### config.mk
export PLATFORM = sky130hd
export DESIGN_NAME = wb_arbiter_flat
export DESIGN_NICKNAME = d
export VERILOG_FILES = /design/src/pci_pkg.sv /design/src/wb_if.sv /design/src/wb_arbiter.sv /design/src/flat_wrapper.sv
export VERILOG_INCLUDE_DIRS = /design/src /design/src/src
export SDC_FILE = /design/constraint.sdc
export NUM_CORES = 1
export LEC_CHECK = 0
export BUFFER_PORTS_ARGS = -buffer_cell sky130_fd_sc_hd__buf_2
export CAP_MARGIN = 20
export CORE_AREA = 10 10 115 117
export CTS_BUF_LIST = sky130_fd_sc_hd__clkbuf_2
export DETAILED_ROUTE_END_ITERATION = 6
export DIE_AREA = 0 0 125 127
export PLACE_DENSITY_LB_ADDON = 0.3
export SYNTH_ARGS = -nofsm -noshare
export SYNTH_HDL_FRONTEND = slang
export SYNTH_SLANG_ARGS = --single-unit
### constraint.sdc
create_clock -name clk -period 2 [get_ports clk]
set_input_delay 0.2 -clock clk [delete_from_list [all_inputs] [get_ports clk]]
set_output_delay 0.2 -clock clk [all_outputs]
set_load 0.1 [all_outputs]
### src/pci_defines.svh
`ifndef PCI_DEFINES_SVH
`define PCI_DEFINES_SVH

// Bus geometry shared by the bridges, the interface and the RAM

// Byte address carried on adr
`define PCI_ADDR_W    32

// Width of dat_w and dat_r
`define PCI_DATA_W    32

// One strobe per byte lane
`define PCI_BE_W      4

// Depth of the shared RAM in words
`define PCI_RAM_WORDS 256

`endif

### src/pci_pkg.sv
`include "pci_defines.svh"

package pci_pkg;

    // Byte address as seen by the core and on the bus
    typedef logic [`PCI_ADDR_W-1:0] addr_t;

    // Instruction or data word
    typedef logic [`PCI_DATA_W-1:0] word_t;

    // Byte strobes, bit i covers bits 8*i+7 down to 8*i
    typedef logic [`PCI_BE_W-1:0]   be_t;

    // Word index into the shared RAM
    typedef logic [$clog2(`PCI_RAM_WORDS)-1:0] ram_idx_t;

    // Bridge FSM
    // ST_IDLE  waiting for a core request
    // ST_BUS   Wishbone cycle open, waiting for ack
    // ST_DONE  result captured, valid pulses next
    typedef enum logic [1:0] {
        ST_IDLE,
        ST_BUS,
        ST_DONE
    } bridge_state_e;

endpackage

### src/wb_if.sv
`include "pci_defines.svh"

// Wishbone classic bus between one master and one slave
interface wb_if import pci_pkg::*; ();

    logic  cyc;   // Cycle in progress
    logic  stb;   // Strobe, valid transfer
    logic  we;    // 1 = write, 0 = read
    be_t   sel;   // Byte lane select
    addr_t adr;   // Byte address
    word_t dat_w; // Master to slave data
    word_t dat_r; // Slave to master data
    logic  ack;   // One cycle per transfer

    modport master (
        output cyc,
        output stb,
        output we,
        output sel,
        output adr,
        output dat_w,
        input  dat_r,
        input  ack
    );

    modport slave (
        input  cyc,
        input  stb,
        input  we,
        input  sel,
        input  adr,
        input  dat_w,
        output dat_r,
        output ack
    );

endinterface

### src/wb_arbiter.sv
// Two Wishbone masters onto one slave, round-robin on cyc
module wb_arbiter import pci_pkg::*; (
    input logic clk,
    input logic rst_n_i,

    wb_if.slave  m0, // Fetch bridge
    wb_if.slave  m1, // Data bridge
    wb_if.master s   // Toward the RAM
);

    logic locked;  // Bus held by owner
    logic owner;   // 0 = m0, 1 = m1
    logic last;    // Master served most recently
    logic grant;
    logic own_cyc;

    // Free bus grants at once so an uncontended master sees no extra cycle
    always_comb begin
        if (locked) begin
            grant = owner;
        end else if (m0.cyc && m1.cyc) begin
            grant = ~last; // Tie goes to the one not served last
        end else begin
            grant = m1.cyc;
        end
    end

    assign own_cyc = grant ? m1.cyc : m0.cyc;

    always_ff @(posedge clk) begin
        if (!rst_n_i) begin
            locked <= 1'b0;
            owner  <= 1'b0;
            last   <= 1'b1; // m0 wins the first tie
        end else if (locked) begin
            // Owner drops cyc on the edge it samples ack
            if (s.ack || !own_cyc) begin
                locked <= 1'b0;
                last   <= owner;
            end
        end else if (m0.cyc || m1.cyc) begin
            locked <= 1'b1;
            owner  <= grant;
        end
    end

    // Owner to slave
    always_comb begin
        if (grant) begin
            s.cyc   = m1.cyc;
            s.stb   = m1.stb;
            s.we    = m1.we;
            s.sel   = m1.sel;
            s.adr   = m1.adr;
            s.dat_w = m1.dat_w;
        end else begin
            s.cyc   = m0.cyc;
            s.stb   = m0.stb;
            s.we    = m0.we;
            s.sel   = m0.sel;
            s.adr   = m0.adr;
            s.dat_w = m0.dat_w;
        end
    end

    // Read data is shared, ack goes only to the owner
    assign m0.dat_r = s.dat_r;
    assign m1.dat_r = s.dat_r;
    assign m0.ack   = s.ack && !grant;
    assign m1.ack   = s.ack && grant;

endmodule

### src/flat_wrapper.sv
// flat-port wrapper written by rule: the top's interface ports become plain ports
module wb_arbiter_flat import pci_pkg::*;
  (clk, rst_n_i, m0_cyc, m0_stb, m0_we, m0_sel, m0_adr, m0_dat_w, m0_dat_r, m0_ack, m1_cyc, m1_stb, m1_we, m1_sel, m1_adr, m1_dat_w, m1_dat_r, m1_ack, s_cyc, s_stb, s_we, s_sel, s_adr, s_dat_w, s_dat_r, s_ack);
  wb_if m0_i ();
  wb_if m1_i ();
  wb_if s_i ();
  input logic clk;
  input logic rst_n_i;
  input wire logic [$bits(m0_i.cyc)-1:0] m0_cyc;
  input wire logic [$bits(m0_i.stb)-1:0] m0_stb;
  input wire logic [$bits(m0_i.we)-1:0] m0_we;
  input wire logic [$bits(m0_i.sel)-1:0] m0_sel;
  input wire logic [$bits(m0_i.adr)-1:0] m0_adr;
  input wire logic [$bits(m0_i.dat_w)-1:0] m0_dat_w;
  output wire logic [$bits(m0_i.dat_r)-1:0] m0_dat_r;
  output wire logic [$bits(m0_i.ack)-1:0] m0_ack;
  input wire logic [$bits(m1_i.cyc)-1:0] m1_cyc;
  input wire logic [$bits(m1_i.stb)-1:0] m1_stb;
  input wire logic [$bits(m1_i.we)-1:0] m1_we;
  input wire logic [$bits(m1_i.sel)-1:0] m1_sel;
  input wire logic [$bits(m1_i.adr)-1:0] m1_adr;
  input wire logic [$bits(m1_i.dat_w)-1:0] m1_dat_w;
  output wire logic [$bits(m1_i.dat_r)-1:0] m1_dat_r;
  output wire logic [$bits(m1_i.ack)-1:0] m1_ack;
  output wire logic [$bits(s_i.cyc)-1:0] s_cyc;
  output wire logic [$bits(s_i.stb)-1:0] s_stb;
  output wire logic [$bits(s_i.we)-1:0] s_we;
  output wire logic [$bits(s_i.sel)-1:0] s_sel;
  output wire logic [$bits(s_i.adr)-1:0] s_adr;
  output wire logic [$bits(s_i.dat_w)-1:0] s_dat_w;
  input wire logic [$bits(s_i.dat_r)-1:0] s_dat_r;
  input wire logic [$bits(s_i.ack)-1:0] s_ack;
  assign m0_i.cyc = m0_cyc;
  assign m0_i.stb = m0_stb;
  assign m0_i.we = m0_we;
  assign m0_i.sel = m0_sel;
  assign m0_i.adr = m0_adr;
  assign m0_i.dat_w = m0_dat_w;
  assign m0_dat_r = m0_i.dat_r;
  assign m0_ack = m0_i.ack;
  assign m1_i.cyc = m1_cyc;
  assign m1_i.stb = m1_stb;
  assign m1_i.we = m1_we;
  assign m1_i.sel = m1_sel;
  assign m1_i.adr = m1_adr;
  assign m1_i.dat_w = m1_dat_w;
  assign m1_dat_r = m1_i.dat_r;
  assign m1_ack = m1_i.ack;
  assign s_cyc = s_i.cyc;
  assign s_stb = s_i.stb;
  assign s_we = s_i.we;
  assign s_sel = s_i.sel;
  assign s_adr = s_i.adr;
  assign s_dat_w = s_i.dat_w;
  assign s_i.dat_r = s_dat_r;
  assign s_i.ack = s_ack;
  wb_arbiter u_core (.clk(clk), .rst_n_i(rst_n_i), .m0(m0_i), .m1(m1_i), .s(s_i));
endmodule
==> results.toml <==
[run_status]
status = "finished clean"

[sta]
setup_viol = 0
maxSlewHeadroom = 0.6742
worstMarginPinSlew_ns = 0.4921
final.min_clock_period_ns = 1.933
max_freq_mhz = 517.5
hold_violations = 0
clock_skew_ns = 0.007463
fin_crit_sh = 0.9663
rsz0062_at_grt = "true"
fin_ws_ns = 0.06745
hold_ws_ns = 0.2041
maxSlewViolCount = 0
fin_setup_tns_ns = 0

[detailed_routing]
drt_first_pass_iters = 2
wirelength_um = 7993
wl_per_cell_um = 17.34
drc = 0
viasPerCell = 3.800
ant_nets = 0
first_iter_violations = 15
vias = 1752

[worst_setup_path]
endpoint_kind = "output pin"
cp.arrival_ns = 1.73
r2r_setup_slack_ns = 0.82
worstReg2RegStart = "u_core.locked"
critPathLaunchType = "flop"
crit_type = "flop to output pin"
crit_fanout = 20
required_ns = 1.80
reg2reg_depth = 4
r2r-end = "u_core.locked"

[placement]
pre_cts_slack_ns = -0.003891
portBuffers = 217
hpwl_um = 6505
post_dp_cell_area_um2 = 2296
place.gp.congestion = 0.7597
dp_cells = 453

[clocking]
cts_tree = "built"
clockBufferDepth = 2
clk_pin_slew_ns = 0.05
cts-root-buf = "clkbuf_2"
cts_buffers = 3
ctsHoldBuffers = 0
clkLatencyLatePin_ns = 0.21
htreeDepth = 1
clock-sinks = 3

[logic_synthesis]
yosysMostFrequentCell = "mux2_2"
synth_top_area_cell = "mux2_2"
synth_top_family_by_area = "multiplexers"
syn_avg_cell_area_um2 = 9.461
synth_area_leaders = "mux2_2 (51%), buf_4 (31%), buf_6 (5.1%)"
synth-xor-area-share = 0
synthArstFlopShare = 0
synth_common_cells = "mux2_2 (70), buf_4 (64), buf_6 (7)"
syn_nets = 339
synthFlopType = "dfxtp_1"
synth-simple-area-share = 0.03755
synth_cell_types = 17
synth_top_area_frac = 0.5143
yosys_warnings = 0
ys_seq_area_frac = 0.03918
syn_area_um2 = 1533
synth_compound_area_frac = 0.04163
ys_ff_latch = 3
synthAdderAreaFrac = 0
synth_edf_count = 0
muxShareOfSynthArea = 0.5143
postSynthCellCount = 162

[job]
drv_cap = 0

[global_routing]
antenna_found_initial = 1
grt_pass1_vias = 2055
grt_max_degree = 33
overflow = 0
grt_pass1_wl_um = 11070
grtUsageTotal = 0.08389

[worst_hold_path]
hp-class = "input port to flop"
min_to = "u_core.last"
worstHoldPathCells = 2
hp-start = "rst_n_i"

[die]
die-height_um = 127
core_um2 = 11130
dieArea_um2 = 15880
die_w_um = 125
rows = 39
start_util = 0.1378
ios = 314

[layout]
fin_util = 0.2503
final_layout_size_suffix_gt1_frac = 0.9497
final_design_area_no_fill_um2 = 2785
area_delta_synth_final_pct = 81.71
layout.nets = 496
antenna_cells = 0
instances_no_fill = 461

[power_and_ir_drop]
power_leakage_nw = 1.450
p_per_area_nw_per_um2 = 748.7
p_total_mw = 2.085
ir_worst_vdd_mv = 0.3469
-- power by group --
group          switching (mW)  leakage [nW]  internal (mW)
logic                    1.36          1.41          0.565
clock network          0.0321        0.0166         0.0528
registers             0.00722        0.0254         0.0653
-- routing by layer --
| metal | GRT usage | vias to the layer above | share of wire |
|---|---|---|---|
| met2 | 0.1549 | 133 | 0.53 |
| met3 | 0.03598 | 37 | 0.11 |
| met1 | 0.07724 | 770 | 0.33 |
| met4 | 0.04336 | 0 | 0.034 |
| met5 | 0 | - | 0 |
| li1 | - | 812 | - |
-- logic make-up after synthesis --
logic type | count (synthesis)
AOI/OAI and AO/OA | 7
muxes | 70
and+or+nand+nor | 10
DFF | 3
buffers and inverters | 72
-- flip-flops by register name, indices dropped and copies added, names as in the netlist --
register,flops
u_core.last,1
u_core.owner,1
u_core.locked,1
-- critical path, stage by stage, from the launching register on --
cell and delay (ns):
dfxtp_4 0.38, nor2b_2 0.07, a22oi_4 0.17, buf_12 0.15, buf_12 0.16, mux2_2 0.35, buf_4 0.23
-- layout by cell type, fill, tap and decap left out, drive strengths merged --
cell type | Yosys | layout
dfxtp | 3 | 3
and3 | 1 | 1
inv | 1 | 1
a22oi | 1 | 1
nand2 | 3 | 3
clkbuf | 0 | 5
a21boi | 2 | 2
mux2 | 70 | 70
nand3 | 1 | 1
buf | 71 | 222
o2111ai | 1 | 1
nor2b | 3 | 3
o22a | 1 | 1
and2 | 1 | 1
or2b | 1 | 1
o21ai | 2 | 2
-- cell type report --
type / instances / area (um^2)
clock buffers: 4 / 20.02
flip-flops and latches: 3 / 63.81
well taps: 143 / 178.9
fillers: 1196 / 8341
repair buffers: 223 / 1589
multi-input cells: 87 / 929.6
inverters: 1 / 3.754
-- what timing repair did --
item / in CTS / in global routing
gates cloned: 1 / 1
setup endpoints to repair: 70 / 70
pin swaps: 1 / 1
setup buffers: 1 / 2
hold endpoints to repair: 0 / 0
gates resized for setup: 81 / 68
-- worst max path at each step --
| stage | start | endpoint | slack [ns] | depth (start not counted) |
|---|---|---|---|---|
| floorplan | u_core.locked | m0_ack | 0.008 | 4 |
| global placement | u_core.locked | s_dat_w[4] | 0.02 | 5 |
| detailed placement | u_core.locked | s_dat_w[4] | -0.004 | 5 |
| CTS | u_core.locked | s_dat_w[6] | 0.001 | 5 |
| global route | u_core.locked | s_dat_w[1] | -0.004 | 6 |
| finish | u_core.locked | s_dat_w[1] | 0.07 | 6 |
Note: power is estimated with default switching activity, not from simulation.
