--- src/pci_defines.svh ---
`ifndef PCI_DEFINES_SVH
`define PCI_DEFINES_SVH

// Bus geometry shared by the bridges, the interface and the RAM

// Byte address carried on adr
`define PCI_ADDR_W    32

// Width of dat_w and dat_r
`define PCI_DATA_W    32

// One strobe per byte lane
`define PCI_BE_W      4

// Depth of the shared RAM in words
`define PCI_RAM_WORDS 256

`endif

--- src/pci_pkg.sv ---
`include "pci_defines.svh"

package pci_pkg;

    // Byte address as seen by the core and on the bus
    typedef logic [`PCI_ADDR_W-1:0] addr_t;

    // Instruction or data word
    typedef logic [`PCI_DATA_W-1:0] word_t;

    // Byte strobes, bit i covers bits 8*i+7 down to 8*i
    typedef logic [`PCI_BE_W-1:0]   be_t;

    // Word index into the shared RAM
    typedef logic [$clog2(`PCI_RAM_WORDS)-1:0] ram_idx_t;

    // Bridge FSM
    // ST_IDLE  waiting for a core request
    // ST_BUS   Wishbone cycle open, waiting for ack
    // ST_DONE  result captured, valid pulses next
    typedef enum logic [1:0] {
        ST_IDLE,
        ST_BUS,
        ST_DONE
    } bridge_state_e;

endpackage

--- src/wb_if.sv ---
`include "pci_defines.svh"

// Wishbone classic bus between one master and one slave
interface wb_if import pci_pkg::*; ();

    logic  cyc;   // Cycle in progress
    logic  stb;   // Strobe, valid transfer
    logic  we;    // 1 = write, 0 = read
    be_t   sel;   // Byte lane select
    addr_t adr;   // Byte address
    word_t dat_w; // Master to slave data
    word_t dat_r; // Slave to master data
    logic  ack;   // One cycle per transfer

    modport master (
        output cyc,
        output stb,
        output we,
        output sel,
        output adr,
        output dat_w,
        input  dat_r,
        input  ack
    );

    modport slave (
        input  cyc,
        input  stb,
        input  we,
        input  sel,
        input  adr,
        input  dat_w,
        output dat_r,
        output ack
    );

endinterface

--- src/data_bridge.sv ---
`include "pci_defines.svh"

module data_bridge import pci_pkg::*; (
    input  logic  clk,
    input  logic  rst_n_i,

    input  logic  rd_en_i,
    input  logic  wr_en_i,
    input  addr_t addr_i,
    input  word_t wdata_i,
    input  be_t   be_i,    // Write strobes
    output logic  ready_o,
    output logic  valid_o, // Pulses for reads and writes
    output word_t rdata_o, // Don't-care after a write

    wb_if.master  wb
);

    bridge_state_e state;
    logic          accept;
    logic          we_q;
    addr_t         addr_q;
    word_t         wdata_q;
    be_t           sel_q;

    assign ready_o = (state == ST_IDLE) && !valid_o;
    assign accept  = (rd_en_i || wr_en_i) && ready_o;

    assign wb.cyc   = (state == ST_BUS);
    assign wb.stb   = (state == ST_BUS);
    assign wb.we    = we_q;
    assign wb.sel   = sel_q;
    assign wb.adr   = addr_q;
    assign wb.dat_w = wdata_q;

    always_ff @(posedge clk) begin
        if (!rst_n_i) begin
            state   <= ST_IDLE;
            valid_o <= 1'b0;
        end else begin
            valid_o <= (state == ST_DONE);
            case (state)
                ST_IDLE: begin
                    if (accept) begin
                        state <= ST_BUS;
                    end
                end
                ST_BUS: begin
                    if (wb.ack) begin
                        state <= ST_DONE;
                    end
                end
                ST_DONE: state <= ST_IDLE;
                default: state <= ST_IDLE;
            endcase
        end
    end

    // Request latch and read capture
    always_ff @(posedge clk) begin
        if (accept) begin
            we_q    <= wr_en_i;                             // Both enables high means write
            addr_q  <= addr_i;
            wdata_q <= wdata_i;
            sel_q   <= wr_en_i ? be_i : {`PCI_BE_W{1'b1}}; // Reads fetch the whole word
        end
        if ((state == ST_BUS) && wb.ack) begin
            rdata_o <= wb.dat_r;
        end
    end

endmodule

--- src/flat_wrapper.sv ---
// flat-port wrapper written by rule: the top's interface ports become plain ports
module data_bridge_flat import pci_pkg::*;
  (clk, rst_n_i, rd_en_i, wr_en_i, addr_i, wdata_i, be_i, ready_o, valid_o, rdata_o, wb_cyc, wb_stb, wb_we, wb_sel, wb_adr, wb_dat_w, wb_dat_r, wb_ack);
  wb_if wb_i ();
  input  logic clk;
  input  logic rst_n_i;
  input  logic rd_en_i;
  input  logic wr_en_i;
  input  addr_t addr_i;
  input  word_t wdata_i;
  input  be_t be_i;
  output logic ready_o;
  output logic valid_o;
  output word_t rdata_o;
  output wire logic [$bits(wb_i.cyc)-1:0] wb_cyc;
  output wire logic [$bits(wb_i.stb)-1:0] wb_stb;
  output wire logic [$bits(wb_i.we)-1:0] wb_we;
  output wire logic [$bits(wb_i.sel)-1:0] wb_sel;
  output wire logic [$bits(wb_i.adr)-1:0] wb_adr;
  output wire logic [$bits(wb_i.dat_w)-1:0] wb_dat_w;
  input wire logic [$bits(wb_i.dat_r)-1:0] wb_dat_r;
  input wire logic [$bits(wb_i.ack)-1:0] wb_ack;
  assign wb_cyc = wb_i.cyc;
  assign wb_stb = wb_i.stb;
  assign wb_we = wb_i.we;
  assign wb_sel = wb_i.sel;
  assign wb_adr = wb_i.adr;
  assign wb_dat_w = wb_i.dat_w;
  assign wb_i.dat_r = wb_dat_r;
  assign wb_i.ack = wb_ack;
  data_bridge u_core (.clk(clk), .rst_n_i(rst_n_i), .rd_en_i(rd_en_i), .wr_en_i(wr_en_i), .addr_i(addr_i), .wdata_i(wdata_i), .be_i(be_i), .ready_o(ready_o), .valid_o(valid_o), .rdata_o(rdata_o), .wb(wb_i));
endmodule
--- config.mk ---
export PLATFORM = sky130hd
export DESIGN_NAME = data_bridge_flat
export DESIGN_NICKNAME = d
export VERILOG_FILES = /design/src/pci_pkg.sv /design/src/wb_if.sv /design/src/data_bridge.sv /design/src/flat_wrapper.sv
export VERILOG_INCLUDE_DIRS = /design/src /design/src/src
export SDC_FILE = /design/constraint.sdc
export NUM_CORES = 1
export LEC_CHECK = 0
export BUFFER_PORTS_ARGS = -buffer_cell sky130_fd_sc_hd__buf_2
export CORE_MARGIN = 2
export CORE_UTILIZATION = 44
export DETAILED_ROUTE_END_ITERATION = 16
export PLACE_DENSITY = 0.83
export SYNTH_ARGS = -nofsm -noshare
export SYNTH_HDL_FRONTEND = slang
export SYNTH_SLANG_ARGS = --single-unit
--- constraint.sdc ---
create_clock -name clk -period 6.9 [get_ports clk]
set_input_delay 2.07 -clock clk [delete_from_list [all_inputs] [get_ports clk]]
set_output_delay 2.07 -clock clk [all_outputs]
set_load 0.005 [all_outputs]
==> results of run 1 <==
## synth_stat cells
cell / number / area, sq um
inv_1: 1 / 3.75
and3b_1: 1 / 8.76
nor2b_2: 1 / 8.76
edfxtp_1: 101 / 3030
nor3_2: 1 / 10.0
nand2b_1: 1 / 6.26
and2_1: 1 / 6.26
a32o_2: 1 / 11.3
or2b_1: 3 / 22.5
and3_1: 1 / 6.26
o21a_1: 2 / 15.0
dfxtp_1: 3 / 60.1
buf_4: 1 / 7.51
## worst max path at each step
stage               depth (start not counted)  slack, ns                 end             from
floorplan                                   1       2.81    u_core.wb.adr[0]          wr_en_i
global placement                            3       3.55    u_core.wb.adr[0]          wr_en_i
detailed placement                          3       3.51  u_core.wb.dat_w[3]          wr_en_i
CTS                                         2       3.71             ready_o  u_core.state[1]
global route                                2       3.66              wb_stb  u_core.state[0]
finish                                      2       3.75             ready_o  u_core.state[1]
## worst max-delay path, stage by stage, from the launching register on
cell,delay [ns]
dfxtp_1,0.35
nor3_2,0.23
buf_2,0.15
## metrics by stage
| step | utilization (%) | setup slack, ns |
|---|---|---|
| floorplan | - | 2.81 |
| global placement | 61.3 | 3.55 |
| detailed placement | 61.3 | 3.51 |
| CTS | 64.0 | 3.71 |
| global route | 64.0 | 3.66 |
| finish | 64.0 | 3.75 |
## cell usage in the layout, fill, tap and decap left out, drive strengths merged
cell,Yosys,layout
buf,1,211
a32o,1,1
or2b,3,3
and3,1,1
inv,1,4
o21a,2,2
edfxtp,101,101
clkinv,0,4
clkbuf,0,9
and3b,1,1
nand2b,1,1
and2,1,1
nor3,1,1
nor2b,1,1
dfxtp,3,3
## sequential cells by signal, indices dropped and copies added (netlist names)
signal / cells
u_core.rdata_o: 32
u_core.wb.adr: 32
u_core.wb.dat_w: 32
u_core.wb.sel: 4
u_core.state: 2
u_core.valid_o: 1
u_core.wb.we: 1
## power by group
group	total (uW)	leakage, uW	internal (uW)	switching (uW)
clock network	354	0.0000965	139	214
registers	780	0.000989	766	13.8
logic	131	0.000885	60.8	70.1
## metal layers
layer  vias up  wire length [um]  part of all wire (%)
met5         -                 0                     0
met4         0                85                   1.2
met3         8               752                    11
met2       113              3810                    53
met1       925              2510                    35
li1        910                 -                     -
## final cells by class
class                   count  area (sq um)  area share (%)
clock inverters             7          66.3            1.45
clock buffers               9           124            2.71
well taps                  99           124            2.71
inverters                   1          3.75          0.0822
multi-input cells          12          96.3            2.11
repair buffers            211          1060            23.2
flip-flops and latches    104          3090            67.7
## cell families after synthesis
group / synth area share [%]
AO/OA/AOI/OAI: 0.821
buffers and inverters: 0.352
flip-flops: 96.7
AND/OR/NAND/NOR: 2.15
==> impl_metrics.json, run 1 <==
{
  "worst_pin_slew_ns": 0.845,
  "setup.worst_path.class": "flip-flop to output pin",
  "die_h_um": 89.3,
  "cts_tree": "built",
  "synth_nets": 223,
  "ff2ff_path_depth": 3,
  "post_cts_buffers": 0,
  "crit_required_ns": 4.83,
  "yosysWarnings": 0,
  "status": "finished, final reports clean",
  "place.gp.congestion": 0.706,
  "worstPathArrival_ns": 1.08,
  "dp_cells": 427,
  "worstHoldPathType": "flip-flop to flip-flop",
  "r2r_start": "u_core.state[1]",
  "crit_path_max_fanout": 3,
  "cp-end-kind": "output pin",
  "nets": 444,
  "root_buffer": "clkbuf_8",
  "antenna_found_initial": 0,
  "grt_overflow_total": 0,
  "num-fill-cells": 516,
  "fin_cells": 443,
  "totalWireLength_mm": 7.16,
  "port_buffers": 209,
  "drtAntennaViolNets": 0,
  "rsz0062_at_grt": "false",
  "p_leak_uw": 0.00197,
  "crit_path_start_kind": "flip-flop",
  "via_per_inst": 4.42,
  "max_slew_margin_pct": 43.7,
  "power.total_uw": 1260,
  "first_iter_violations": 77,
  "cts.clk_slew.worst_paths_ns": 0.10,
  "hold_viol": 0,
  "clock_latency_ns": 0.35,
  "holdPathStages": 1,
  "grt_max_degree": 70,
  "period_share_pct": 45.7,
  "avgSynthCellArea_sq_um": 27.1,
  "core-area_sq_mm": 0.00714,
  "pin_count": 210,
  "seq_area_frac_synth_pct": 96.7,
  "ctsHoldBuffers": 0,
  "drc": 0,
  "h-tree-depth": 3,
  "wl_per_cell_um": 16.2,
  "first_pass_iters": 4,
  "layout_min_cycle_time_ns": 3.15,
  "num_rows": 31,
  "die_w_um": 89.3,
  "cts_resized": 0,
  "synthToLayoutAreaGrowth_pct": 42.8,
  "die_area_sq_mm": 0.00797,
  "final_layout_size_suffix_gt1_share_pct": 66.9,
  "rrSetupSlack_ns": 5.11,
  "cts_buffer_depth": 2,
  "met1_usage_pct": 18.3,
  "hold_slack_ns": 0.560,
  "finalSetupTns_ns": 0,
  "drv_slew": 0,
  "vias": 1956,
  "place_area_sq_mm": 0.00438,
  "design_area_sq_mm": 0.00457,
  "fin_skew_ns": 0.00724,
  "holdPathEnd": "u_core.valid_o",
  "met2_usage_pct": 29.6,
  "track_usage_pct": 16.9,
  "synth_cell_types": 13,
  "clock-sinks": 104,
  "clock.fmax_mhz": 317,
  "grt-busiest-layer": "met2",
  "max_cap_viol_count": 0,
  "n_antenna_cell": 0,
  "grtUsageMet3_pct": 6.65,
  "grt_pass1_wl_mm": 9.52,
  "first_global_vias": 1883,
  "dp_hpwl_mm": 5.58,
  "initial_utilization_pct": 44.8,
  "hold_start": "u_core.state[1]",
  "powerDensity_mw_per_mm2": 277,
  "synth_seq_cells": 104,
  "r2r-end": "u_core.wb.adr[22]",
  "setup_viol": 0,
  "irDropWorstVdd_v": 0.000149,
  "synthesis.area_sq_mm": 0.00320,
  "cts_buffers": 9,
  "synthCells": 118
}
No activity file was read; power rests on OpenSTA's default activity.
==> inputs of run 2 (changes only) <==
Settings changed: CORE_UTILIZATION 44 to 41, PLACE_DENSITY 0.83 to 0.78.
Clock period 6.9 ns to 3 ns, I/O delays scaled along.
==> run 2 against run 1 <==
Compared with the run above: utilization down 4.0 points; clock skew up 0.0026 ns; critical path depth unchanged; largest cell class unchanged.
==> impl_metrics.json, run 2 (synthesis gave the netlist of run 1 again) <==
{
  "rrSetupSlack_ns": 1.30,
  "drc": 0,
  "h-tree-depth": 3,
  "critPathBufInv": 1,
  "first_iter_violations": 24,
  "ff2ff_path_depth": 3,
  "finalSetupTns_ns": 0,
  "vias": 1933,
  "worst_pin_slew_ns": 0.490,
  "period_share_pct": 67.3,
  "status": "finished, final reports clean",
  "die_area_sq_mm": 0.00853,
  "nets": 444,
  "num-fill-cells": 600,
  "crit_path_max_fanout": 3,
  "die_h_um": 92.3,
  "crit_path_start_kind": "flip-flop",
  "first_global_vias": 1970,
  "max_cap_viol_count": 0,
  "crit_family": "flip-flops",
  "drtAntennaViolNets": 0,
  "cts_resized": 0,
  "drv_slew": 0,
  "via_per_inst": 4.33,
  "hold_viol": 0,
  "critPathMaxStageDelay_ns": 0.34,
  "ctsHoldBuffers": 0,
  "grt_max_degree": 38,
  "clock.fmax_mhz": 495,
  "cp-end-kind": "output pin",
  "setup.worst_path.class": "flip-flop to output pin",
  "worstPathArrival_ns": 1.12,
  "final_layout_size_suffix_gt1_share_pct": 66.3,
  "holdPathEnd": "u_core.valid_o",
  "irDropWorstVdd_v": 0.000360,
  "wl_per_cell_um": 14.8,
  "initial_utilization_pct": 41.8,
  "post_cts_buffers": 0,
  "crit_slowest_cell": "dfxtp_1",
  "num_rows": 32,
  "max_slew_margin_pct": 67.3,
  "worstHoldPathType": "flip-flop to flip-flop",
  "cts_tree": "built",
  "place_ws_ns": 0.848,
  "cts_buffers": 9,
  "final_cell_mix": "buf_2, edfxtp_1, clkbuf_8",
  "dp_hpwl_mm": 5.20,
  "grt_overflow_total": 0,
  "r2r_start": "u_core.state[1]",
  "hold_slack_ns": 0.556,
  "core-area_sq_mm": 0.00765,
  "setup_slack_ns": 0.980,
  "fin_skew_ns": 0.00989,
  "clock-sinks": 104,
  "synthToLayoutAreaGrowth_pct": 43.4,
  "totalWireLength_mm": 6.61,
  "track_usage_pct": 15.4,
  "grt_pass1_wl_mm": 9.52,
  "powerDensity_mw_per_mm2": 636,
  "layout_min_cycle_time_ns": 2.02,
  "antenna_found_initial": 0,
  "fin_util_pct": 60.0,
  "die_w_um": 92.3,
  "port_buffers": 209,
  "n_antenna_cell": 0,
  "hold_start": "u_core.state[1]",
  "first_pass_iters": 2,
  "r2r-end": "u_core.wb.adr[23]",
  "crit_required_ns": 2.10,
  "pin_count": 210,
  "power.total_uw": 2920,
  "final_common_cell": "buf_2",
  "rsz0062_at_grt": "false",
  "holdPathStages": 1,
  "root_buffer": "clkbuf_8",
  "place.gp.congestion": 0.699,
  "cts_buffer_depth": 2,
  "p_leak_uw": 0.00197,
  "cts.clk_slew.worst_paths_ns": 0.09,
  "cp_cell_sequence": "nor3_2 -> buf_2",
  "setup_viol": 0,
  "clock_latency_ns": 0.35
}
## run 2: cell count changes in the layout (fill, tap and decap cells not counted), sizes merged
cell / before / now
inv: 4 / 1
bufinv: 0 / 1
clkbuf: 9 / 10
clkinv: 4 / 5
## run 2: metal layers
layer,vias up,share of wire [%],track usage [%]
met5,-,0,0
met4,0,1.8,7.09
met3,10,13,7.81
met2,141,48,25.4
met1,874,38,16.6
li1,908,-,-
## run 2: worst reg2reg max path, stage by stage (launching register included)
cell     delay (ns)
dfxtp_1        0.34
nor3_2         0.26
o21a_4         0.48
buf_12         0.29
## run 2: area by class of cell
class                   instances  area, sq um  area share [%]
clock buffers                  10          128            2.78
clock inverters                 6         60.1            1.31
inverters                       1         3.75          0.0818
multi-input cells              12          103            2.24
flip-flops and latches        104         3090            67.4
well taps                     102          128            2.78
repair buffers                211         1070            23.4
## run 2: worst max path at each step
stage	from	end	slack (ns)	cells after the start
2_1_floorplan	wr_en_i	u_core.wb.adr[0]	0.08	1
3_3_place_gp	wr_en_i	u_core.wb.sel[3]	0.90	3
3_5_place_dp	wr_en_i	u_core.wb.dat_w[31]	0.85	3
4_1_cts	u_core.state[1]	ready_o	0.94	2
5_1_grt	u_core.state[1]	ready_o	0.88	2
6_report	u_core.state[1]	ready_o	0.98	2
## run 2: where the power goes
group | internal [uW] | switching (uW) | total [uW]
Sequential | 1760 | 30.6 | 1790
Combinational | 147 | 160 | 307
Clock | 382 | 439 | 821
## run 2: stage by stage
stage,area (sq um),instances
global route,4590,446
finish,4590,446
floorplan,3200,118
detailed placement,4400,430
CTS,4590,446
global placement,4400,430
