[config.mk]
export PLATFORM = sky130hd
export DESIGN_NAME = fetch_bridge_flat
export DESIGN_NICKNAME = d
export VERILOG_FILES = /design/src/pci_pkg.sv /design/src/wb_if.sv /design/src/fetch_bridge.sv /design/src/flat_wrapper.sv
export VERILOG_INCLUDE_DIRS = /design/src /design/src/src
export SDC_FILE = /design/constraint.sdc
export NUM_CORES = 1
export LEC_CHECK = 0
export BUFFER_PORTS_ARGS = -buffer_cell sky130_fd_sc_hd__buf_2
export CAP_MARGIN = 20
export CORE_MARGIN = 4
export CORE_UTILIZATION = 43
export DETAILED_ROUTE_END_ITERATION = 6
export PLACE_DENSITY = 0.95
export SETUP_SLACK_MARGIN = 0.2
export SKIP_CTS_REPAIR_TIMING = 1
export SYNTH_ARGS = -nofsm -noshare
export SYNTH_HDL_FRONTEND = slang
export SYNTH_SLANG_ARGS = --single-unit
[constraint.sdc]
create_clock -name clk -period 9.5 [get_ports clk]
set_input_delay 0 -clock clk [delete_from_list [all_inputs] [get_ports clk]]
set_output_delay 0 -clock clk [all_outputs]
set_load 0.02 [all_outputs]
[src/pci_defines.svh]
`ifndef PCI_DEFINES_SVH
`define PCI_DEFINES_SVH

// Bus geometry shared by the bridges, the interface and the RAM

// Byte address carried on adr
`define PCI_ADDR_W    32

// Width of dat_w and dat_r
`define PCI_DATA_W    32

// One strobe per byte lane
`define PCI_BE_W      4

// Depth of the shared RAM in words
`define PCI_RAM_WORDS 256

`endif

[src/pci_pkg.sv]
`include "pci_defines.svh"

package pci_pkg;

    // Byte address as seen by the core and on the bus
    typedef logic [`PCI_ADDR_W-1:0] addr_t;

    // Instruction or data word
    typedef logic [`PCI_DATA_W-1:0] word_t;

    // Byte strobes, bit i covers bits 8*i+7 down to 8*i
    typedef logic [`PCI_BE_W-1:0]   be_t;

    // Word index into the shared RAM
    typedef logic [$clog2(`PCI_RAM_WORDS)-1:0] ram_idx_t;

    // Bridge FSM
    // ST_IDLE  waiting for a core request
    // ST_BUS   Wishbone cycle open, waiting for ack
    // ST_DONE  result captured, valid pulses next
    typedef enum logic [1:0] {
        ST_IDLE,
        ST_BUS,
        ST_DONE
    } bridge_state_e;

endpackage

[src/wb_if.sv]
`include "pci_defines.svh"

// Wishbone classic bus between one master and one slave
interface wb_if import pci_pkg::*; ();

    logic  cyc;   // Cycle in progress
    logic  stb;   // Strobe, valid transfer
    logic  we;    // 1 = write, 0 = read
    be_t   sel;   // Byte lane select
    addr_t adr;   // Byte address
    word_t dat_w; // Master to slave data
    word_t dat_r; // Slave to master data
    logic  ack;   // One cycle per transfer

    modport master (
        output cyc,
        output stb,
        output we,
        output sel,
        output adr,
        output dat_w,
        input  dat_r,
        input  ack
    );

    modport slave (
        input  cyc,
        input  stb,
        input  we,
        input  sel,
        input  adr,
        input  dat_w,
        output dat_r,
        output ack
    );

endinterface

[src/fetch_bridge.sv]
`include "pci_defines.svh"

module fetch_bridge import pci_pkg::*; (
    input  logic  clk,
    input  logic  rst_n_i,

    input  logic  req_i,   // Fetch request
    input  addr_t addr_i,  // Fetch address
    output logic  ready_o,
    output logic  valid_o, // One cycle with instr_o
    output word_t instr_o,

    wb_if.master  wb
);

    bridge_state_e state;
    addr_t         addr_q;
    logic          accept;

    assign ready_o = (state == ST_IDLE) && !valid_o; // Low until valid has pulsed
    assign accept  = req_i && ready_o;

    // Read-only master, all lanes
    assign wb.cyc   = (state == ST_BUS);
    assign wb.stb   = (state == ST_BUS);
    assign wb.we    = 1'b0;
    assign wb.sel   = {`PCI_BE_W{1'b1}};
    assign wb.adr   = addr_q;
    assign wb.dat_w = '0;

    always_ff @(posedge clk) begin
        if (!rst_n_i) begin
            state   <= ST_IDLE;
            valid_o <= 1'b0;
        end else begin
            valid_o <= (state == ST_DONE);
            case (state)
                ST_IDLE: if (accept) state <= ST_BUS;
                ST_BUS:  if (wb.ack) state <= ST_DONE; // Drop cyc on ack edge
                ST_DONE: state <= ST_IDLE;
                default: state <= ST_IDLE;
            endcase
        end
    end

    always_ff @(posedge clk) begin
        if (accept) begin
            addr_q <= addr_i;
        end
        if ((state == ST_BUS) && wb.ack) begin
            instr_o <= wb.dat_r; // Held until the next fetch completes
        end
    end

endmodule

[src/flat_wrapper.sv]
// flat-port wrapper written by rule: the top's interface ports become plain ports
module fetch_bridge_flat import pci_pkg::*;
  (clk, rst_n_i, req_i, addr_i, ready_o, valid_o, instr_o, wb_cyc, wb_stb, wb_we, wb_sel, wb_adr, wb_dat_w, wb_dat_r, wb_ack);
  wb_if wb_i ();
  input  logic clk;
  input  logic rst_n_i;
  input  logic req_i;
  input  addr_t addr_i;
  output logic ready_o;
  output logic valid_o;
  output word_t instr_o;
  output wire logic [$bits(wb_i.cyc)-1:0] wb_cyc;
  output wire logic [$bits(wb_i.stb)-1:0] wb_stb;
  output wire logic [$bits(wb_i.we)-1:0] wb_we;
  output wire logic [$bits(wb_i.sel)-1:0] wb_sel;
  output wire logic [$bits(wb_i.adr)-1:0] wb_adr;
  output wire logic [$bits(wb_i.dat_w)-1:0] wb_dat_w;
  input wire logic [$bits(wb_i.dat_r)-1:0] wb_dat_r;
  input wire logic [$bits(wb_i.ack)-1:0] wb_ack;
  assign wb_cyc = wb_i.cyc;
  assign wb_stb = wb_i.stb;
  assign wb_we = wb_i.we;
  assign wb_sel = wb_i.sel;
  assign wb_adr = wb_i.adr;
  assign wb_dat_w = wb_i.dat_w;
  assign wb_i.dat_r = wb_dat_r;
  assign wb_i.ack = wb_ack;
  fetch_bridge u_core (.clk(clk), .rst_n_i(rst_n_i), .req_i(req_i), .addr_i(addr_i), .ready_o(ready_o), .valid_o(valid_o), .instr_o(instr_o), .wb(wb_i));
endmodule
==> impl_table.tex, run 1 <==
\begin{tabular}{lr}
\hline
Metric & Value \\
\hline
\multicolumn{2}{l}{\textbf{Run status}} \\
\quad Status & completed \\
\multicolumn{2}{l}{\textbf{Clock network}} \\
\quad Count of clock tree sinks & 67 \\
\quad Clock-pin transition on the worst setup and hold timing paths & 0.07 ns \\
\quad Clock latency at the later pin of the worst-skew pair & 0.34 ns \\
\quad Total clock buffers created by CTS & 9 \\
\quad Clk root buf & clkbuf\_8 \\
\quad Clock Path Buffers & 2 \\
\quad CTS tree & done \\
\quad H-tree levels & 3 \\
\multicolumn{2}{l}{\textbf{Logic synthesis}} \\
\quad Number of distinct library cells after synthesis & 14 \\
\quad Yosys warns & 0 \\
\quad Main flop type after synthesis & edfxtp\_1 \\
\quad Share of flip-flops with an asynchronous set or reset & 0\% \\
\quad Leading post-synthesis cells by cell area & edfxtp\_1 (82\%), buf\_4 (12\%), dfxtp\_1 (2.6\%), and3b\_2 (0.43\%), and3b\_1 (0.37\%) \\
\quad Leading post-synthesis cells by instance count & edfxtp\_1 (64), buf\_4 (38), dfxtp\_1 (3), conb\_1 (2) \\
\quad Number of enable-type register cells in the synthesized netlist & 64 \\
\quad Fraction of post-synthesis cell area in the top cell type by area & 81.9\% \\
\quad Cell area after technology mapping & 2350 um2 \\
\quad Largest area contributor in the synthesized netlist & edfxtp\_1 \\
\quad Most frequently used cell type in the post-synthesis netlist & edfxtp\_1 \\
\quad Sequential element share of the synthesized area & 84.4\% \\
\quad Post-synthesis area per instance & 20.1 um2 \\
\quad Number of synthesized register bits & 67 \\
\quad Gate count after technology mapping & 117 \\
\multicolumn{2}{l}{\textbf{Place}} \\
\quad Pre-CTS setup slack & 8.10 ns \\
\quad Input/output buffers & 135 \\
\quad Detailed placer's ending HPWL & 4050 um \\
\quad Final weighted congestion in routability-driven placement & 0.740 \\
\multicolumn{2}{l}{\textbf{Global routing}} \\
\quad Global route total overflow & 0 \\
\quad Via count of the first global-routing pass & 1267 \\
\quad Antenna violations before repair & 0 \\
\quad Global-route usage over all layers & 14.2\% \\
\quad First-pass GRT wire length & 6480 um \\
\quad Pin count of the biggest net entering global routing & 34 \\
\multicolumn{2}{l}{\textbf{Setup path}} \\
\quad Slack of the worst reg-to-reg path & 8.09 ns \\
\quad Kind of start point of the critical path & register \\
\quad Worst r2r path cells & 2 \\
\quad Largest fanout on the critical path & 32 \\
\quad Slowest library cell on the worst path & buf\_4 \\
\quad Data arrival time of the worst path & 1.41 ns \\
\quad Nature of the critical path endpoint & register \\
\quad Category of the most critical setup path & register to register \\
\quad Crit path cell chain & nor4b\_2 -> buf\_4 \\
\quad Required time of the critical path & 9.49 ns \\
\quad CP max stage delay & 0.40 ns \\
\multicolumn{2}{l}{\textbf{Floorplanning}} \\
\quad Starting density of the core & 45.1\% \\
\quad Total core area & 5200 um2 \\
\quad Ports placed on the boundary & 173 \\
\quad Die width & 81.9 um \\
\quad Die area & 6710 um2 \\
\quad Die Y-Extent & 81.9 um \\
\quad \# rows & 26 \\
\multicolumn{2}{l}{\textbf{Drt}} \\
\quad Post-detailed-route wirelength per cell & 19.0 um \\
\quad Number of vias after detailed routing & 1773 \\
\quad Mean number of vias per cell & 4.41 \\
\quad First DRT Iteration DRCs & 107 \\
\quad Count of TritonRoute iterations in the first routing pass & 4 \\
\quad Final wirelength & 7640 um \\
\quad Remaining routing DRC violations & 0 \\
\quad Residual antenna-violating net count after detailed routing & 0 \\
\multicolumn{2}{l}{\textbf{STA}} \\
\quad Final slew viol count & 0 \\
\quad Final critical delay including setup and external delays & 1.41 ns \\
\quad Sum Neg Setup Slack & 0 ns \\
\quad Maximum frequency from static timing analysis & 0.708 GHz \\
\quad Final setup violation count & 0 \\
\quad Crit path setup slack, layout & 8.09 ns \\
\quad Endpoints failing hold & 0 \\
\quad Fin crit share & 14.9\% \\
\quad Post-route clock skew & 0.00656 ns \\
\quad Unrepaired setup endpoints after global routing & false \\
\multicolumn{2}{l}{\textbf{Hold path}} \\
\quad Count of cells along the worst hold path & 3 \\
\quad Hold Path Class & input port to register \\
\multicolumn{2}{l}{\textbf{Finish}} \\
\quad Antenna fix cells & 0 \\
\quad Synth-to-layout area growth & 63.8\% \\
\quad Number of nets in the layout & 396 \\
\quad Filler Cells Inserted & 318 \\
\quad Share of layout cells above drive strength 1 & 46.1\% \\
\multicolumn{2}{l}{\textbf{Job}} \\
\quad Max\_cap viols & 0 \\
\multicolumn{2}{l}{\textbf{Power and ir drop}} \\
\quad Largest voltage drop on the vdd net & 0.0000977 V \\
\quad P\_leak & 1.70 nW \\
\quad Areal power density over the cells & 181 nW/um2 \\
\hline
\end{tabular}
[kinds of logic after synthesis]
group,after synthesis,share of synthesized area (%)
simple gates,9,2.88
flops,67,84.4
other cells,2,0.320
buf+inv,38,12.2
compound gates,1,0.213
[through the flow]
stage / cell area, um2 / hold slack [ns] / power (mW) / std cells / utilization [%]
5_1_grt: 3840 / 0.0188 / 0.722 / 402 / 73.8
2_1_floorplan: 2480 / 0.0989 / 0.405 / 152 / -
4_1_cts: 3180 / -0.176 / 0.665 / 336 / 61.2
3_5_place_dp: 2980 / 0.178 / 0.423 / 321 / 57.2
3_3_place_gp: 2980 / 0.177 / 0.420 / 321 / 57.2
6_report: 3840 / 0.0210 / 0.695 / 402 / 73.8
[critical path: cells and delay by family (launching register included)]
kind | cells | cell delay, ns
buf+inv | 1 | 0.40
flops | 1 | 0.37
simple gates | 1 | 0.29
[cell usage in the layout, fill, tap and decap left out, drive strengths merged]
cell | synthesis | layout
conb | 2 | 37
dlygate4sd3 | 0 | 66
clkinvlp | 0 | 1
clkbuf | 0 | 9
buf | 38 | 137
edfxtp | 64 | 64
nor3 | 1 | 1
nor2b | 1 | 1
clkinv | 0 | 3
dfxtp | 3 | 3
a21oi | 1 | 1
and2 | 1 | 1
nor4b | 1 | 1
and3b | 2 | 2
or3b | 1 | 1
bufinv | 0 | 2
nand2b | 1 | 1
or2b | 1 | 1
[power breakdown]
part           switching [mW]  total (mW)  leakage, nW  internal, mW
clock network           0.107       0.252        0.103         0.144
registers             0.00561       0.347        0.623         0.342
logic                  0.0570      0.0960        0.975        0.0390
[sequential cells by signal, indices dropped and copies added (netlist names)]
name	flops
u_core.state	2
u_core.wb.adr	32
u_core.instr_o	32
u_core.valid_o	1
[cell type report]
cell class / count / area (um2) / area share (%)
clock buffer: 9 / 124 / 3.22
clock inverter: 6 / 81.3 / 2.12
multi-input combinational: 47 / 218 / 5.66
sequential: 67 / 1980 / 51.6
tap: 70 / 87.6 / 2.28
timing repair buffer: 203 / 1350 / 35.2
[final timing paths]
path                                 from                            to
max          u_core.state[1]$_SDFFE_PN0P_    u_core.wb.adr[4]$_DFFE_PP_
min                                 req_i  u_core.state[0]$_SDFFE_PN0P_
max reg2reg  u_core.state[1]$_SDFFE_PN0P_    u_core.wb.adr[4]$_DFFE_PP_
min reg2reg     u_core.valid_o$_SDFF_PN0_  u_core.state[0]$_SDFFE_PN0P_
[metal layers]
layer | vias up | GRT usage [%] | routed length, um
li1 | 772 | - | -
met1 | 845 | 13.5 | 2520
met2 | 133 | 25.7 | 4160
met3 | 23 | 5.15 | 700
met4 | 0 | 8.97 | 257
met5 | - | 0 | 0
Power figures use the tool's default switching activity.
==> inputs of run 2 (changes only) <==
CORE_UTILIZATION = 40   (was 43)
PLACE_DENSITY = 0.91   (was 0.95)
clock period = 1.4 ns   (was 9.5 ns; I/O delays follow)
==> impl_table.tex, run 2 (synthesis gave the netlist of run 1 again) <==
\begin{tabular}{lr}
\hline
Metric & Value \\
\hline
\multicolumn{2}{l}{\textbf{STA}} \\
\quad Sum Neg Setup Slack & 0 ns (unchanged) \\
\quad Endpoints failing hold & 0 (unchanged) \\
\quad Maximum frequency from static timing analysis & 0.805 GHz (+14\%) \\
\quad Crit path setup slack, layout & 0.158 ns (-7.93 ns) \\
\quad Post-route clock skew & 0.00910 ns (+0.00254 ns) \\
\quad Unrepaired setup endpoints after global routing & true \\
\quad Final Hold Slack & 0.0598 ns (+0.0388 ns) \\
\quad Final setup violation count & 0 (unchanged) \\
\quad Final slew viol count & 0 (unchanged) \\
\quad Fin crit share & 88.7\% (+74 points) \\
\quad Final critical delay including setup and external delays & 1.24 ns (-0.171 ns) \\
\multicolumn{2}{l}{\textbf{Clock network}} \\
\quad Clock Path Buffers & 2 (unchanged) \\
\quad CTS tree & done \\
\quad Count of clock tree sinks & 67 (unchanged) \\
\quad Clk root buf & clkbuf\_8 \\
\quad H-tree levels & 3 (unchanged) \\
\quad Total clock buffers created by CTS & 9 (unchanged) \\
\quad Clock-pin transition on the worst setup and hold timing paths & 0.07 ns (about the same) \\
\quad Clock latency at the later pin of the worst-skew pair & 0.33 ns (about the same) \\
\multicolumn{2}{l}{\textbf{Power and ir drop}} \\
\quad Largest voltage drop on the vdd net & 0.000549 V (+460\%) \\
\quad Areal power density over the cells & 1160 nW/um2 (+540\%) \\
\quad Total power of the final layout & 4.55 mW (+550\%) \\
\quad P\_leak & 1.74 nW (+2.1\%) \\
\multicolumn{2}{l}{\textbf{Global routing}} \\
\quad Via count of the first global-routing pass & 1337 (+5.5\%) \\
\quad Pin count of the biggest net entering global routing & 34 (unchanged) \\
\quad Global-route usage over all layers & 14.0\% (-0.28 points) \\
\quad Antenna violations before repair & 0 (unchanged) \\
\quad First-pass GRT wire length & 7290 um (+13\%) \\
\quad Global route total overflow & 0 (unchanged) \\
\multicolumn{2}{l}{\textbf{Hold path}} \\
\quad Hold Path Class & input port to register \\
\multicolumn{2}{l}{\textbf{Setup path}} \\
\quad Largest fanout on the critical path & 8 (-75\%) \\
\quad Data arrival time of the worst path & 1.29 ns (-0.12 ns) \\
\quad Category of the most critical setup path & register to register \\
\quad Kind of start point of the critical path & register \\
\quad Required time of the critical path & 1.45 ns (-8.04 ns) \\
\quad Nature of the critical path endpoint & register \\
\multicolumn{2}{l}{\textbf{Drt}} \\
\quad First DRT Iteration DRCs & 100 (-6.5\%) \\
\quad Residual antenna-violating net count after detailed routing & 0 (unchanged) \\
\quad Number of vias after detailed routing & 1735 (-2.1\%) \\
\quad Final wirelength & 6970 um (-8.7\%) \\
\quad Remaining routing DRC violations & 0 (unchanged) \\
\quad Mean number of vias per cell & 4.25 (-3.6\%) \\
\quad Post-detailed-route wirelength per cell & 17.1 um (-10\%) \\
\quad Count of TritonRoute iterations in the first routing pass & 4 (unchanged) \\
\multicolumn{2}{l}{\textbf{Place}} \\
\quad Final weighted congestion in routability-driven placement & 0.737 (-0.41\%) \\
\quad Detailed placer's ending HPWL & 4140 um (+2.3\%) \\
\quad Input/output buffers & 135 (unchanged) \\
\quad Pre-CTS setup slack & 0.170 ns (-7.93 ns) \\
\quad Post-placement cell area & 3020 um2 (+1.4\%) \\
\multicolumn{2}{l}{\textbf{Finish}} \\
\quad Synth-to-layout area growth & 67.6\% \\
\quad Most common cell after layout, fill and taps aside & buf\_2 \\
\quad Antenna fix cells & 0 (unchanged) \\
\quad Share of layout cells above drive strength 1 & 47.9\% (+1.8 points) \\
\quad Final Cell Area & 3940 um2 (+2.4\%) \\
\quad Number of nets in the layout & 400 (+1.0\%) \\
\quad Top library cells by usage in the layout, fill and taps aside & buf\_2 (135), dlygate4sd3\_1 (66), edfxtp\_1 (64) \\
\multicolumn{2}{l}{\textbf{Floorplanning}} \\
\quad \# rows & 27 (+3.8\%) \\
\quad Total core area & 5610 um2 (+7.7\%) \\
\quad Die area & 7160 um2 (+6.8\%) \\
\quad Die Y-Extent & 84.6 um (+3.3\%) \\
\quad Die width & 84.6 um (+3.3\%) \\
\quad Ports placed on the boundary & 173 (unchanged) \\
\quad Starting density of the core & 41.9\% (-3.2 points) \\
\multicolumn{2}{l}{\textbf{Run status}} \\
\quad Status & completed \\
\multicolumn{2}{l}{\textbf{Job}} \\
\quad Max\_cap viols & 0 (unchanged) \\
\hline
\end{tabular}
==> run 2: path summary, 6_finish.rpt <==
kind,cells past startpoint,start,slack (ns),endpoint
hold / removal,3,req_i,0.06,u_core.state[0]$_SDFFE_PN0P_
setup / recovery,3,u_core.state[0]$_SDFFE_PN0P_,0.16,u_core.wb.adr[4]$_DFFE_PP_
setup reg to reg,3,u_core.state[0]$_SDFFE_PN0P_,0.16,u_core.wb.adr[4]$_DFFE_PP_
hold reg to reg,1,u_core.state[1]$_SDFFE_PN0P_,0.60,u_core.valid_o$_SDFF_PN0_
==> run 2: final cells by class <==
class                           count  area, um2
Sequential cell                    67       1990
Fill cell                         365       1670
Timing Repair Buffer              207       1450
Multi-Input combinational cell     47        228
Clock buffer                       10        128
Tap cell                           72       90.1
Clock inverter                      5       55.1
==> run 2: critical path, stage by stage (launching register included) <==
cell,delay (ns)
dfxtp_2,0.36
nor4b_4,0.27
buf_6,0.17
clkbuf_16,0.16
==> run 2: through the flow <==
step                      utilization (%)  std cells
after floorplan                         -        152
after global placement               53.8        323
after detailed placement             53.8        323
after CTS                            57.1        338
after global routing                 70.2        408
final                                70.2        408
==> run 2: power by group <==
group,internal [mW],switching [mW],leakage [nW]
clock,0.807,0.688,0.0881
combinational,0.310,0.389,1.02
sequential,2.32,0.0349,0.625
==> run 2: metal layers <==
layer | wire length (um) | GRT usage (%)
met1 | 2380 | 14.0
met2 | 3790 | 24.4
met3 | 660 | 5.79
met4 | 136 | 7.63
met5 | 0 | 0
==> inputs of run 3 (changes only) <==
SETUP_SLACK_MARGIN = default   (was 0.2)
==> impl_table.tex, run 3 (synthesis gave the netlist of run 1 again) <==
\begin{tabular}{lr}
\hline
Metric & Value \\
\hline
\multicolumn{2}{l}{\textbf{Power and ir drop}} \\
\quad Combinational Power Share & 14.5\% (-0.9 points) \\
\quad Net switching share of the total power & 24.7\% (+0.27 points) \\
\quad Sequential share of power & 52.1\% (+0.3 points) \\
\quad Areal power density over the cells & 1170 nW/um2 (+1.2\%) \\
\quad Power dissipated by switching net loads & 1.12 mW (+0.53\%) \\
\quad Total power of the final layout & 4.52 mW (-0.56\%) \\
\quad P\_leak & 1.70 nW (-2.1\%) \\
\quad Largest voltage drop on the vdd net & 0.000713 V (+30\%) \\
\quad Relative contribution of the clock network to total power & 33.4\% (+0.5 points) \\
\quad Internal power consumption & 3.40 mW (-0.92\%) \\
\multicolumn{2}{l}{\textbf{Setup path}} \\
\quad Critical R2R Launch & u\_core.state[1]\$\_SDFFE\_PN0P\_ \\
\quad Endpoint of the most critical register-to-register path & u\_core.wb.adr[8]\$\_DFFE\_PP\_ \\
\quad Category of the most critical setup path & register to register \\
\quad Kind of start point of the critical path & register \\
\quad Slowest library cell on the worst path & dfxtp\_2 \\
\quad Crit path cell chain & nor4b\_4 -> buf\_12 \\
\quad CP delay by family, top & flip-flops \\
\quad Data arrival time of the worst path & 1.26 ns (-0.03 ns) \\
\quad CP max stage delay & 0.35 ns (about the same) \\
\quad Nature of the critical path endpoint & register \\
\quad Required time of the critical path & 1.43 ns (-0.02 ns) \\
\quad Largest fanout on the critical path & 32 (+24) \\
\quad Worst r2r path cells & 2 (-1) \\
\quad Slack of the worst reg-to-reg path & 0.17 ns (about the same) \\
\quad Critical path buffers and inverters & 1 (-1) \\
\multicolumn{2}{l}{\textbf{Hold path}} \\
\quad Hold Path Class & input port to register \\
\quad Endpoint of the worst hold-timing path & u\_core.state[0]\$\_SDFFE\_PN0P\_ \\
\quad Startpoint of the most critical hold path & req\_i \\
\quad Count of cells along the worst hold path & 3 (unchanged) \\
\multicolumn{2}{l}{\textbf{STA}} \\
\quad Crit path setup slack, layout & 0.168 ns (+0.00942 ns) \\
\quad Final setup violation count & 0 (unchanged) \\
\quad Final critical delay including setup and external delays & 1.23 ns (-0.00942 ns) \\
\quad Maximum frequency from static timing analysis & 0.811 GHz (+0.76\%) \\
\quad Unrepaired setup endpoints after global routing & false \\
\quad Post-route clock skew & 0.0107 ns (+0.00159 ns) \\
\quad Endpoints failing hold & 0 (unchanged) \\
\quad Fin crit share & 88.0\% (-0.67 points) \\
\quad Final slew viol count & 0 (unchanged) \\
\multicolumn{2}{l}{\textbf{Global routing}} \\
\quad Antenna violations before repair & 1 (+1) \\
\quad Pin count of the biggest net entering global routing & 34 (unchanged) \\
\quad First-pass GRT wire length & 7290 um (unchanged) \\
\quad Via count of the first global-routing pass & 1337 (unchanged) \\
\quad Global route total overflow & 0 (unchanged) \\
\quad Global-route usage over all layers & 14.0\% (unchanged) \\
\multicolumn{2}{l}{\textbf{Drt}} \\
\quad Residual antenna-violating net count after detailed routing & 0 (unchanged) \\
\quad Number of vias after detailed routing & 1722 (-0.75\%) \\
\quad Post-detailed-route wirelength per cell & 17.0 um (-0.75\%) \\
\quad Final wirelength & 6870 um (-1.5\%) \\
\quad Mean number of vias per cell & 4.25 (about the same) \\
\quad Count of TritonRoute iterations in the first routing pass & 4 (unchanged) \\
\quad First DRT Iteration DRCs & 67 (-33\%) \\
\quad Remaining routing DRC violations & 0 (unchanged) \\
\multicolumn{2}{l}{\textbf{Place}} \\
\quad Pre-CTS setup slack & 0.170 ns (unchanged) \\
\quad Post-placement cell area & 3020 um2 (unchanged) \\
\quad Input/output buffers & 135 (unchanged) \\
\quad Placed cell count & 323 (unchanged) \\
\quad Detailed placer's ending HPWL & 4140 um (unchanged) \\
\quad Final weighted congestion in routability-driven placement & 0.737 (unchanged) \\
\multicolumn{2}{l}{\textbf{Floorplanning}} \\
\quad Total core area & 5610 um2 (unchanged) \\
\quad \# rows & 27 (unchanged) \\
\quad Die width & 84.6 um (unchanged) \\
\quad Ports placed on the boundary & 173 (unchanged) \\
\quad Die Y-Extent & 84.6 um (unchanged) \\
\quad Starting density of the core & 41.9\% (unchanged) \\
\quad Die area & 7160 um2 (unchanged) \\
\multicolumn{2}{l}{\textbf{Clock network}} \\
\quad H-tree levels & 3 (unchanged) \\
\quad Clk root buf & clkbuf\_8 \\
\quad CTS tree & done \\
\quad Count of clock tree sinks & 67 (unchanged) \\
\quad Clock-pin transition on the worst setup and hold timing paths & 0.06 ns (about the same) \\
\quad Total clock buffers created by CTS & 9 (unchanged) \\
\quad Clock latency at the later pin of the worst-skew pair & 0.33 ns (about the same) \\
\quad Clock Path Buffers & 2 (unchanged) \\
\multicolumn{2}{l}{\textbf{Finish}} \\
\quad Share of layout cells above drive strength 1 & 47.3\% (-0.63 points) \\
\quad Synth-to-layout area growth & 64.7\% \\
\quad Most common cell after layout, fill and taps aside & buf\_2 \\
\quad Final Cell Area & 3860 um2 (-1.8\%) \\
\quad Top library cells by usage in the layout, fill and taps aside & buf\_2 (135), dlygate4sd3\_1 (66), edfxtp\_1 (64) \\
\quad Filler Cells Inserted & 376 (+3.0\%) \\
\quad Non-filler instance count after layout & 405 (-0.74\%) \\
\quad Number of nets in the layout & 396 (-1.0\%) \\
\multicolumn{2}{l}{\textbf{Job}} \\
\quad Max\_cap viols & 0 (unchanged) \\
\multicolumn{2}{l}{\textbf{Run status}} \\
\quad Status & completed \\
\hline
\end{tabular}
==> run 3: per-layer routing <==
| metal | vias to the layer above | part of all wire, % | track usage, % |
|---|---|---|---|
| met1 | 818 | 32 | 14.0 |
| met2 | 124 | 56 | 24.4 |
| met3 | 8 | 10 | 5.79 |
| li1 | 772 | - | - |
| met4 | 0 | 2.1 | 7.63 |
| met5 | - | 0 | 0 |
==> run 3: per-stage QoR <==
step	hold WS (ns)	TNS (ns)	util (%)
after floorplan	0.0989	-16.51	-
after CTS	-0.173	0	57.1
after global placement	0.177	0	53.8
final	0.0261	0	68.9
after detailed placement	0.178	0	53.8
after global routing	0.0288	0	68.9
==> run 3: final cells by class <==
class | count | area [um2] | area share (%)
sequential | 67 | 1990 | 51.4
timing repair buffer | 203 | 1380 | 35.6
tap | 72 | 90.1 | 2.33
clock inverter | 5 | 55.1 | 1.42
antenna | 1 | 2.50 | 0.0647
multi-input combinational | 47 | 228 | 5.89
clock buffer | 10 | 128 | 3.30
==> run 3: how the worst max path moves through the flow <==
stage / startpoint / slack (ns) / cells after the start / endpoint
floorplan: u_core.state[1]$_SDFFE_PN0P_ / -0.52 / 1 / u_core.wb.adr[0]$_DFFE_PP_
global placement: u_core.state[1]$_SDFFE_PN0P_ / 0.20 / 2 / u_core.wb.adr[29]$_DFFE_PP_
detailed placement: u_core.state[1]$_SDFFE_PN0P_ / 0.17 / 2 / u_core.wb.adr[8]$_DFFE_PP_
CTS: u_core.state[1]$_SDFFE_PN0P_ / 0.16 / 2 / u_core.wb.adr[10]$_DFFE_PP_
global route: u_core.state[1]$_SDFFE_PN0P_ / 0.10 / 2 / u_core.wb.adr[21]$_DFFE_PP_
finish: u_core.state[1]$_SDFFE_PN0P_ / 0.17 / 2 / u_core.wb.adr[8]$_DFFE_PP_
==> run 3: tightest hold or removal path: stages <==
cell	delay, ns
buf_2	0.10
or3b_1	0.15
a21oi_1	0.06
==> run 3: power by group through the flow <==
stage | combinational (mW) | sequential [mW] | clock (mW)
3_5_place_dp | 0.497 | 2.39 | 0
2_1_floorplan | 0.231 | 2.52 | 0
3_3_place_gp | 0.483 | 2.39 | 0
5_1_grt | 0.694 | 2.36 | 1.63
6_report | 0.658 | 2.36 | 1.51
4_1_cts | 0.498 | 2.35 | 1.50
